$ cat src/hdl/cache_pkg.sv
package cache_pkg;

    ////////////////////
    // Geometry

    localparam int data_w      = 32;
    localparam int data_bytes  = data_w / 8;
    localparam int offset_w    = 2;                        // 4 words per block
    localparam int index_w     = 3;                        // 8 lines
    localparam int tag_w       = 7;
    localparam int addr_w      = tag_w + index_w + offset_w; // Word address
    localparam int block_words = 1 << offset_w;
    localparam int num_lines   = 1 << index_w;

    typedef logic [addr_w-1:0]     addr_t;
    typedef logic [data_w-1:0]     data_t;
    typedef logic [data_bytes-1:0] byte_en_t;

    typedef enum logic [1:0] {
        st_normal,
        st_ic_fill,
        st_dc_wb,
        st_dc_fill
    } cache_state_t;

    ////////////////////
    // Line metadata
    // Valid sits in the top bit and the tag in the low bits of both layouts

    typedef struct packed {
        logic             valid;
        logic [tag_w-1:0] tag;
    } ic_meta_t;

    typedef struct packed {
        logic             valid;
        logic             dirty;                     // Bit just above the tag
        logic [tag_w-1:0] tag;
    } dc_meta_t;

    ////////////////////
    // Request and control bundles

    typedef struct packed {
        logic     dc_read;
        logic     dc_write;
        byte_en_t byte_en;
        addr_t    dc_addr;
        data_t    wdata;
        addr_t    ic_addr;
    } cpu_req_t;

    typedef struct packed {
        logic  en;
        logic  write;
        addr_t addr;
        data_t wdata;
    } ram_req_t;

    typedef struct packed {
        logic                word_write;             // CPU store, merge under byte_en
        byte_en_t            byte_en;
        logic                fill;                   // Refill word from memory
        logic                set_meta;               // Mark line valid and clean
        logic [offset_w-1:0] word_sel;
    } array_ctrl_t;

endpackage

$ cat src/hdl/burst_counter.sv
module burst_counter (
    input  logic                          clk,
    input  logic                          rst,
    input  logic                          run,
    input  logic                          ram_ready,
    output logic [cache_pkg::offset_w-1:0] word,
    output logic                          last
);

    // Word pointer within the block, one step per accepted memory word
    always_ff @(posedge clk) begin
        if (rst) begin
            word <= '0;
        end else if (run && ram_ready) begin
            word <= word + 1'b1;              // Wraps to zero after the fourth word
        end
    end

    assign last = (word == cache_pkg::offset_w'(cache_pkg::block_words - 1));

endmodule

$ cat src/hdl/cache_array.sv
module cache_array #(
    parameter type meta_t = cache_pkg::ic_meta_t
) (
    input  logic                          clk,
    input  logic                          rst,
    input  cache_pkg::array_ctrl_t        ctrl,
    input  logic [cache_pkg::index_w-1:0] index,
    input  logic [cache_pkg::tag_w-1:0]   tag,
    input  cache_pkg::data_t              wdata,
    input  cache_pkg::data_t              fill_data,
    output logic                          hit,
    output meta_t                         meta,
    output cache_pkg::data_t              rdata,
    output cache_pkg::data_t              wb_data
);

    localparam int meta_w    = $bits(meta_t);
    localparam bit has_dirty = meta_w > cache_pkg::tag_w + 1;

    meta_t            meta_mem [cache_pkg::num_lines];
    cache_pkg::data_t data_mem [cache_pkg::num_lines][cache_pkg::block_words];

    logic [meta_w-1:0] cur_bits;
    logic [meta_w-1:0] fill_bits;
    logic [meta_w-1:0] dirty_bits;
    cache_pkg::data_t  sel_word;

    ////////////////////
    // Lookup

    assign cur_bits = meta_mem[index];
    assign meta     = meta_mem[index];
    assign hit      = cur_bits[meta_w-1] && (cur_bits[cache_pkg::tag_w-1:0] == tag);

    assign sel_word = data_mem[index][ctrl.word_sel];
    assign wb_data  = sel_word;                    // Victim word during writeback
    assign rdata    = hit ? sel_word : '0;         // Only a hit returns line data

    ////////////////////
    // Metadata update

    // New line after refill: valid, clean, request tag
    always_comb begin
        fill_bits = '0;
        fill_bits[meta_w-1] = 1'b1;
        fill_bits[cache_pkg::tag_w-1:0] = tag;
    end

    always_comb begin
        dirty_bits = cur_bits;
        if (has_dirty) begin
            dirty_bits[cache_pkg::tag_w] = 1'b1;   // Store hit makes the line dirty
        end
    end

    always_ff @(posedge clk) begin
        if (rst) begin
            for (int i = 0; i < cache_pkg::num_lines; i++) begin
                meta_mem[i] <= '0;
            end
        end else if (ctrl.set_meta) begin
            meta_mem[index] <= meta_t'(fill_bits);
        end else if (ctrl.word_write && has_dirty) begin
            meta_mem[index] <= meta_t'(dirty_bits);
        end
    end

    ////////////////////
    // Data update

    always_ff @(posedge clk) begin
        if (ctrl.fill) begin
            data_mem[index][ctrl.word_sel] <= fill_data;
        end else if (ctrl.word_write) begin
            // Byte merge of the store data
            for (int b = 0; b < cache_pkg::data_bytes; b++) begin
                if (ctrl.byte_en[b]) begin
                    data_mem[index][ctrl.word_sel][8*b +: 8] <= wdata[8*b +: 8];
                end
            end
        end
    end

endmodule

$ cat src/hdl/cache_fsm.sv
module cache_fsm (
    input  logic                           clk,
    input  logic                           rst,
    input  cache_pkg::cpu_req_t            cpu_req,
    input  logic                           ic_hit,
    input  logic                           dc_hit,
    input  cache_pkg::dc_meta_t            dc_meta,
    input  logic [cache_pkg::offset_w-1:0] word,
    input  logic                           last,
    input  logic                           ram_ready,
    output cache_pkg::array_ctrl_t         ic_ctrl,
    output cache_pkg::array_ctrl_t         dc_ctrl,
    output cache_pkg::ram_req_t            ram_req,
    output logic                           counter_run,
    output logic                           mem_stall,
    output logic                           dc_tag_sel
);

    cache_pkg::cache_state_t state;
    cache_pkg::cache_state_t state_next;

    logic ic_miss;
    logic dc_miss;
    logic word_done;     // Last word of the burst accepted this cycle

    assign ic_miss   = !ic_hit;                    // Fetch port is always active
    assign dc_miss   = (cpu_req.dc_read || cpu_req.dc_write) && !dc_hit;
    assign word_done = ram_ready && last;

    ////////////////////
    // State register

    always_ff @(posedge clk) begin
        if (rst) begin
            state <= cache_pkg::st_normal;
        end else begin
            state <= state_next;
        end
    end

    always_comb begin
        state_next = state;
        case (state)
            cache_pkg::st_normal: begin
                // Instruction miss is served first on a double miss
                if (ic_miss) begin
                    state_next = cache_pkg::st_ic_fill;
                end else if (dc_miss) begin
                    state_next = (dc_meta.valid && dc_meta.dirty) ? cache_pkg::st_dc_wb
                                                                  : cache_pkg::st_dc_fill;
                end
            end
            cache_pkg::st_ic_fill: if (word_done) state_next = cache_pkg::st_normal;
            cache_pkg::st_dc_wb:   if (word_done) state_next = cache_pkg::st_dc_fill;
            cache_pkg::st_dc_fill: if (word_done) state_next = cache_pkg::st_normal;
            default:               state_next = cache_pkg::st_normal;
        endcase
    end

    // Miss seen in st_normal stalls in the same cycle, low while in reset
    assign mem_stall   = !rst && ((state != cache_pkg::st_normal) || ic_miss || dc_miss);
    assign counter_run = (state != cache_pkg::st_normal);
    assign dc_tag_sel  = (state == cache_pkg::st_dc_wb);   // Victim tag for writeback

    ////////////////////
    // Array controls

    always_comb begin
        ic_ctrl = '0;
        dc_ctrl = '0;

        ic_ctrl.word_sel = cpu_req.ic_addr[cache_pkg::offset_w-1:0];
        dc_ctrl.word_sel = cpu_req.dc_addr[cache_pkg::offset_w-1:0];
        dc_ctrl.byte_en  = cpu_req.byte_en;

        case (state)
            cache_pkg::st_normal: begin
                // Store completes only once both lookups hit
                dc_ctrl.word_write = cpu_req.dc_write && dc_hit && ic_hit;
            end
            cache_pkg::st_ic_fill: begin
                ic_ctrl.word_sel = word;
                ic_ctrl.fill     = ram_ready;
                ic_ctrl.set_meta = word_done;
            end
            cache_pkg::st_dc_wb: begin
                dc_ctrl.word_sel = word;           // Read-back for memory write
            end
            cache_pkg::st_dc_fill: begin
                dc_ctrl.word_sel = word;
                dc_ctrl.fill     = ram_ready;
                dc_ctrl.set_meta = word_done;
            end
            default: ;
        endcase
    end

    ////////////////////
    // Memory request

    always_comb begin
        ram_req       = '0;
        ram_req.en    = (state != cache_pkg::st_normal);  // Held for the whole burst
        ram_req.write = (state == cache_pkg::st_dc_wb);
        if (state == cache_pkg::st_ic_fill) begin
            ram_req.addr = {cpu_req.ic_addr[cache_pkg::addr_w-1:cache_pkg::offset_w], word};
        end else begin
            ram_req.addr = {cpu_req.dc_addr[cache_pkg::addr_w-1:cache_pkg::offset_w], word};
        end
    end

endmodule

$ cat src/hdl/cache_unit.sv
module cache_unit (
    input  logic                clk,
    input  logic                rst,
    input  cache_pkg::cpu_req_t cpu_req,
    input  logic                ram_ready,
    input  cache_pkg::data_t    ram_rdata,
    output logic                mem_stall,
    output cache_pkg::data_t    ic_data,
    output cache_pkg::data_t    dc_data,
    output cache_pkg::ram_req_t ram_req
);

    logic [cache_pkg::tag_w-1:0]    ic_tag;
    logic [cache_pkg::tag_w-1:0]    dc_tag;
    logic [cache_pkg::index_w-1:0]  ic_index;
    logic [cache_pkg::index_w-1:0]  dc_index;
    logic [cache_pkg::offset_w-1:0] word;

    cache_pkg::array_ctrl_t ic_ctrl;
    cache_pkg::array_ctrl_t dc_ctrl;
    cache_pkg::dc_meta_t    dc_meta;
    cache_pkg::ram_req_t    fsm_ram_req;
    cache_pkg::data_t       dc_wb_data;

    logic ic_hit;
    logic dc_hit;
    logic last;
    logic counter_run;
    logic dc_tag_sel;

    ////////////////////
    // Address fields

    assign ic_tag   = cpu_req.ic_addr[cache_pkg::addr_w-1 -: cache_pkg::tag_w];
    assign ic_index = cpu_req.ic_addr[cache_pkg::offset_w +: cache_pkg::index_w];
    assign dc_tag   = cpu_req.dc_addr[cache_pkg::addr_w-1 -: cache_pkg::tag_w];
    assign dc_index = cpu_req.dc_addr[cache_pkg::offset_w +: cache_pkg::index_w];

    // Writeback goes to the victim's tag, same index and word
    always_comb begin
        ram_req = fsm_ram_req;
        if (dc_tag_sel) begin
            ram_req.addr[cache_pkg::addr_w-1 -: cache_pkg::tag_w] = dc_meta.tag;
        end
        ram_req.wdata = dc_wb_data;
    end

    cache_fsm cache_fsm_inst (
        .clk         (clk),
        .rst         (rst),
        .cpu_req     (cpu_req),
        .ic_hit      (ic_hit),
        .dc_hit      (dc_hit),
        .dc_meta     (dc_meta),
        .word        (word),
        .last        (last),
        .ram_ready   (ram_ready),
        .ic_ctrl     (ic_ctrl),
        .dc_ctrl     (dc_ctrl),
        .ram_req     (fsm_ram_req),
        .counter_run (counter_run),
        .mem_stall   (mem_stall),
        .dc_tag_sel  (dc_tag_sel)
    );

    burst_counter burst_counter_inst (
        .clk       (clk),
        .rst       (rst),
        .run       (counter_run),
        .ram_ready (ram_ready),
        .word      (word),
        .last      (last)
    );

    cache_array #(.meta_t(cache_pkg::ic_meta_t)) ic_array (
        .clk       (clk),
        .rst       (rst),
        .ctrl      (ic_ctrl),
        .index     (ic_index),
        .tag       (ic_tag),
        .wdata     ('0),                          // Read-only from the CPU side
        .fill_data (ram_rdata),
        .hit       (ic_hit),
        .meta      (),
        .rdata     (ic_data),
        .wb_data   ()
    );

    cache_array #(.meta_t(cache_pkg::dc_meta_t)) dc_array (
        .clk       (clk),
        .rst       (rst),
        .ctrl      (dc_ctrl),
        .index     (dc_index),
        .tag       (dc_tag),
        .wdata     (cpu_req.wdata),
        .fill_data (ram_rdata),
        .hit       (dc_hit),
        .meta      (dc_meta),
        .rdata     (dc_data),
        .wb_data   (dc_wb_data)
    );

endmodule

$ cat config.mk
export PLATFORM = sky130hd
export DESIGN_NAME = cache_unit
export DESIGN_NICKNAME = d
export VERILOG_FILES = /design/src/hdl/cache_pkg.sv /design/src/hdl/burst_counter.sv /design/src/hdl/cache_array.sv /design/src/hdl/cache_fsm.sv /design/src/hdl/cache_unit.sv
export SDC_FILE = /design/constraint.sdc
export NUM_CORES = 2
export LEC_CHECK = 0
export ABC_AREA = 1
export BUFFER_PORTS_ARGS = -buffer_cell sky130_fd_sc_hd__buf_4
export CORE_MARGIN = 5
export CORE_UTILIZATION = 40
export CTS_CLUSTER_DIAMETER = 50
export DETAILED_ROUTE_END_ITERATION = 10
export GPL_TIMING_DRIVEN = 0
export HOLD_SLACK_MARGIN = 0.02
export PLACE_DENSITY = 0.63
export SYNTH_ARGS = -nofsm -noshare
export SYNTH_HDL_FRONTEND = slang
export SYNTH_SLANG_ARGS = --single-unit
export TNS_END_PERCENT = 100
$ cat constraint.sdc
create_clock -name clk -period 5.2 [get_ports clk]
set_input_delay 1.04 -clock clk [delete_from_list [all_inputs] [get_ports clk]]
set_output_delay 1.04 -clock clk [all_outputs]
set_load 0.05 [all_outputs]
==> impl_metrics.json <==
{
  "slew_viol_final": 55,
  "die_h_um": 471,
  "cp-start-kind": "primary input",
  "ys.flop_type": "edfxtp_1",
  "violations": "capacitance limit, slew limit, setup timing",
  "vdd_drop_max_mv": 0.417,
  "rsz0062_at_grt": "yes",
  "fin_hold_ws_ns": 0.454,
  "synth_cell_types": 46,
  "clk_pin_slew_worst_paths_ns": 0.06,
  "synth_top_area_cell": "edfxtp_1",
  "worst_slack_ns": -0.0851,
  "crit_required_ns": 4.16,
  "relSlewSlack_pct": -19.3,
  "synthArstFlopShare_pct": 0,
  "yosys_warnings": 0,
  "cts_hold_buf": 0,
  "fin_nets": 6710,
  "dr.pass1.iters": 7,
  "worstSetupPathDepth": 15,
  "fmax_mhz": 189,
  "critPathMaxFanout": 10,
  "switching_share_pct": 27.0,
  "postSynthCellCount": 6135,
  "rr_startpoint": "cache_fsm_inst.state[0]",
  "p_int_mw": 28.9,
  "rows": 169,
  "clock-skew-final_ns": 0.0781,
  "drc": 0,
  "r2r_end": "ic_array.data_mem[5][2]",
  "wirelength_um": 344000,
  "fillers": 18400,
  "crit_path_top_delay_cell": "clkbuf_1",
  "areaGrowthSynthToFinish_pct": 16.9,
  "fin_crit_ns": 5.29,
  "ys_ff_latch": 2188,
  "grt_use_total_pct": 29.9,
  "worstSetupEndpointType": "primary output",
  "utilization_pct": 47.0,
  "seqPwrFrac_pct": 49.4,
  "via_per_inst": 6.26,
  "grt_pass1_vias": 55100,
  "synth_edf_count": 2176,
  "hpwlAfterDp_um": 231000,
  "tritoncts": "built",
  "status": "complete, but fails checks",
  "crit_top_cell": "buf_4",
  "gr-total-overflow": 0,
  "clock-root-buffer": "clkbuf_16",
  "synth_area_leaders": "edfxtp_1, nand2_1, o22ai_1",
  "numCtsBuffers": 221,
  "ctsLongestPathBuffers": 3,
  "hold_depth": 2,
  "gp_congestion": 1.06,
  "comb_power_share_pct": 11.4,
  "grt_max_degree": 37,
  "max_slew.worst_pin.slew_ns": 1.79,
  "antenna_found_initial": 39,
  "p_per_area_nw_per_um2": 398,
  "clock_latency_ns": 0.92,
  "setup_violations": 22,
  "critical_path.cell_chain": "buf_4 -> inv_2 -> buf_4 -> nor2_4 -> buf_8 -> inv_1 -> clkbuf_1 -> nor2_1 -> a21oi_1 -> nand4_1 -> nand2_1 -> nand2_1 -> inv_1 -> a21oi_1 -> buf_4",
  "fp.dieW_um": 471,
  "grt_pass1_wl_um": 458000,
  "synth_nets": 6233,
  "switchingPower_mw": 10.7,
  "syn_avg_cell_area_um2": 13.9,
  "port_buffers": 203,
  "ios": 208,
  "cap_violations": 5,
  "netlist_area_um2": 85100,
  "timing.final.crit_share_pct": 102,
  "cp_slowest_stage_delay_ns": 1.06,
  "die_area_um2": 222000,
  "min_from": "ic_array.meta_mem[5][7]",
  "crit_buf_inv": 8,
  "cts_sinks": 2188,
  "p_leak_nw": 33.8,
  "pwr-share-clk_pct": 39.2,
  "drive_above_1_share_pct": 15.3,
  "first_iter_violations": 11000,
  "r2r_slack_ns": 0.72,
  "whs_endpoint": "ic_array.meta_mem[5][7]",
  "cp.arrival_ns": 4.25,
  "antenna_left": 0,
  "wl_per_cell_um": 35.7,
  "cpLargestDelayFamily": "buffers and inverters",
  "ctsHtreeMaxLevel": 4,
  "finalHoldViolCount": 0,
  "core_area_um2": 212000,
  "path_class": "in -> out",
  "yosysSeqAreaShare_pct": 77.1,
  "yosysTopAreaCellShare_pct": 76.8,
  "hp-class": "reg -> reg",
  "vias": 60300,
  "worstRegToRegCells": 9,
  "start_util_pct": 40.2
}
==> synthesized netlist by cell type (2+ instances only) <==
cell,instances
o21ai_1,8
dfxtp_1,12
buf_8,2
a211oi_1,3
nor2_1,317
and2_1,2
or2_0,2
a21oi_1,186
a22oi_1,130
nor2_2,6
a21boi_0,2
o21ai_0,182
buf_6,12
nor4_1,6
inv_1,238
nor2_4,3
inv_2,13
o2111a_1,5
buf_1,30
nand3_2,10
nand3b_1,3
o31ai_1,31
nand4_1,269
or2_1,2
o211ai_1,13
nand2_1,1338
nor3_1,74
o2111ai_1,15
a221oi_1,103
edfxtp_1,2176
clkbuf_1,278
o22a_1,53
buf_2,27
buf_4,8
nand3_4,7
nand3_1,76
or2_2,79
a22o_1,40
o22ai_1,313
o221ai_1,34
clkinv_1,22
==> how the worst max path moves through the flow <==
stage	slack, ns	endpoint	startpoint
after floorplan	0.15	ic_data[9]	cpu_req[2]
after global placement	-2.89	ic_array.data_mem[3][114]	cache_fsm_inst.state[1]
after detailed placement	-1.86	dc_data[24]	cpu_req[47]
after CTS	-0.03	ic_data[30]	cpu_req[3]
after global routing	-0.05	ic_data[26]	cpu_req[3]
final	-0.09	dc_data[23]	cpu_req[46]
==> power by group through the flow <==
| stage | Combinational, mW | Sequential (mW) | Clock, mW |
|---|---|---|---|
| global placement | 4.04 | 19.9 | 0 |
| detailed placement | 4.12 | 19.9 | 0 |
| global route | 4.53 | 19.6 | 16.3 |
| CTS | 4.24 | 19.6 | 15.5 |
| finish | 4.50 | 19.6 | 15.5 |
| floorplan | 1.95 | 19.9 | 0 |
==> flip-flops by register name, summed over array words and instances, names as in the netlist <==
name and cells:
ic_array.meta_mem 64, burst_counter_inst.word 2, dc_array.data_mem 1024, cache_fsm_inst.state 2
dc_array.meta_mem 72, ic_array.data_mem 1024
==> final cells by class <==
type / instances / area (um2) / share of cell area [%]
buffer: 356 / 2080 / 2.09
antenna: 19 / 47.5 / 0.0478
clock inverter: 138 / 1290 / 1.30
tap: 2821 / 3530 / 3.55
sequential: 2188 / 65600 / 65.9
inverter: 273 / 1030 / 1.04
timing repair buffer: 255 / 2590 / 2.61
clock buffer: 272 / 5740 / 5.77
multi-input combinational: 3317 / 17600 / 17.7
==> worst reg2reg max path: stages (launching register included) <==
cell,delay (ns)
dfxtp_1,0.37
inv_1,0.11
nor2_4,0.30
or2_2,0.21
o21ai_4,0.11
nor2_1,0.58
clkbuf_2,0.58
nand2_1,0.60
nor2_4,0.93
buf_12,0.29
==> stage by stage <==
| step | setup WS (ns) | area [um2] | TNS, ns | total power, mW | cells |
|---|---|---|---|---|---|
| after global placement | -2.89 | 90100 | -3657.58 | 24.0 | 9159 |
| final | -0.0851 | 99500 | -0.634 | 39.6 | 9639 |
| after detailed placement | -1.86 | 91400 | -790.24 | 24.1 | 9205 |
| after CTS | -0.0265 | 99200 | -0.0284 | 39.3 | 9617 |
| after global routing | -0.0459 | 99500 | -0.0963 | 40.4 | 9622 |
| after floorplan | 0.154 | 85100 | 0 | 21.9 | 6135 |
==> cells by family (layout without fill, tap and decap cells) <==
| logic type | Yosys count | count (layout) | share of synthesized area [%] |
|---|---|---|---|
| other cells | 0 | 19 | 0 |
| simple gates | 2195 | 2195 | 11.2 |
| fa+ha+maj | 1 | 1 | 0.0147 |
| compound gates | 1121 | 1121 | 8.71 |
| flops | 2188 | 2188 | 77.1 |
| buf+inv | 630 | 1294 | 2.99 |
==> cell usage in the layout (no fill, tap or decap), drive strengths merged, types with 3 or more instances in the layout <==
cell type	Yosys	final
clkinvlp	0	10
a21oi	186	186
a22o	40	40
o211ai	13	13
nand4	269	269
nand3	93	93
a221oi	103	103
a22oi	130	130
nor4	6	6
o221ai	34	34
o2111a	5	5
o22a	53	53
buf	79	348
clkinv	22	125
nor3	74	74
o22ai	313	313
dfxtp	12	12
nand3b	3	3
clkbuf	278	532
nor2	326	326
nand2	1339	1339
o21ai	190	190
edfxtp	2176	2176
or2	83	83
o2111ai	15	15
diode	0	19
bufinv	0	12
o31ai	31	31
inv	251	264
a211oi	3	3
==> layer usage <==
metal	wire length (um)	vias up	GRT usage, %
met5	378	-	0
met4	22200	22	15.3
met3	53300	1109	11.3
met2	144000	5189	43.0
met1	124000	29900	39.7
li1	-	24100	-
==> repair_timing <==
| action | in CTS | in global routing |
|---|---|---|
| buffers inserted | 3 | 1 |
| endpoints found under the setup margin | 1005 | 70 |
| resized for setup | 359 | 130 |
| pin swaps | 2 | 4 |
No activity file was read; power rests on OpenSTA's default activity.
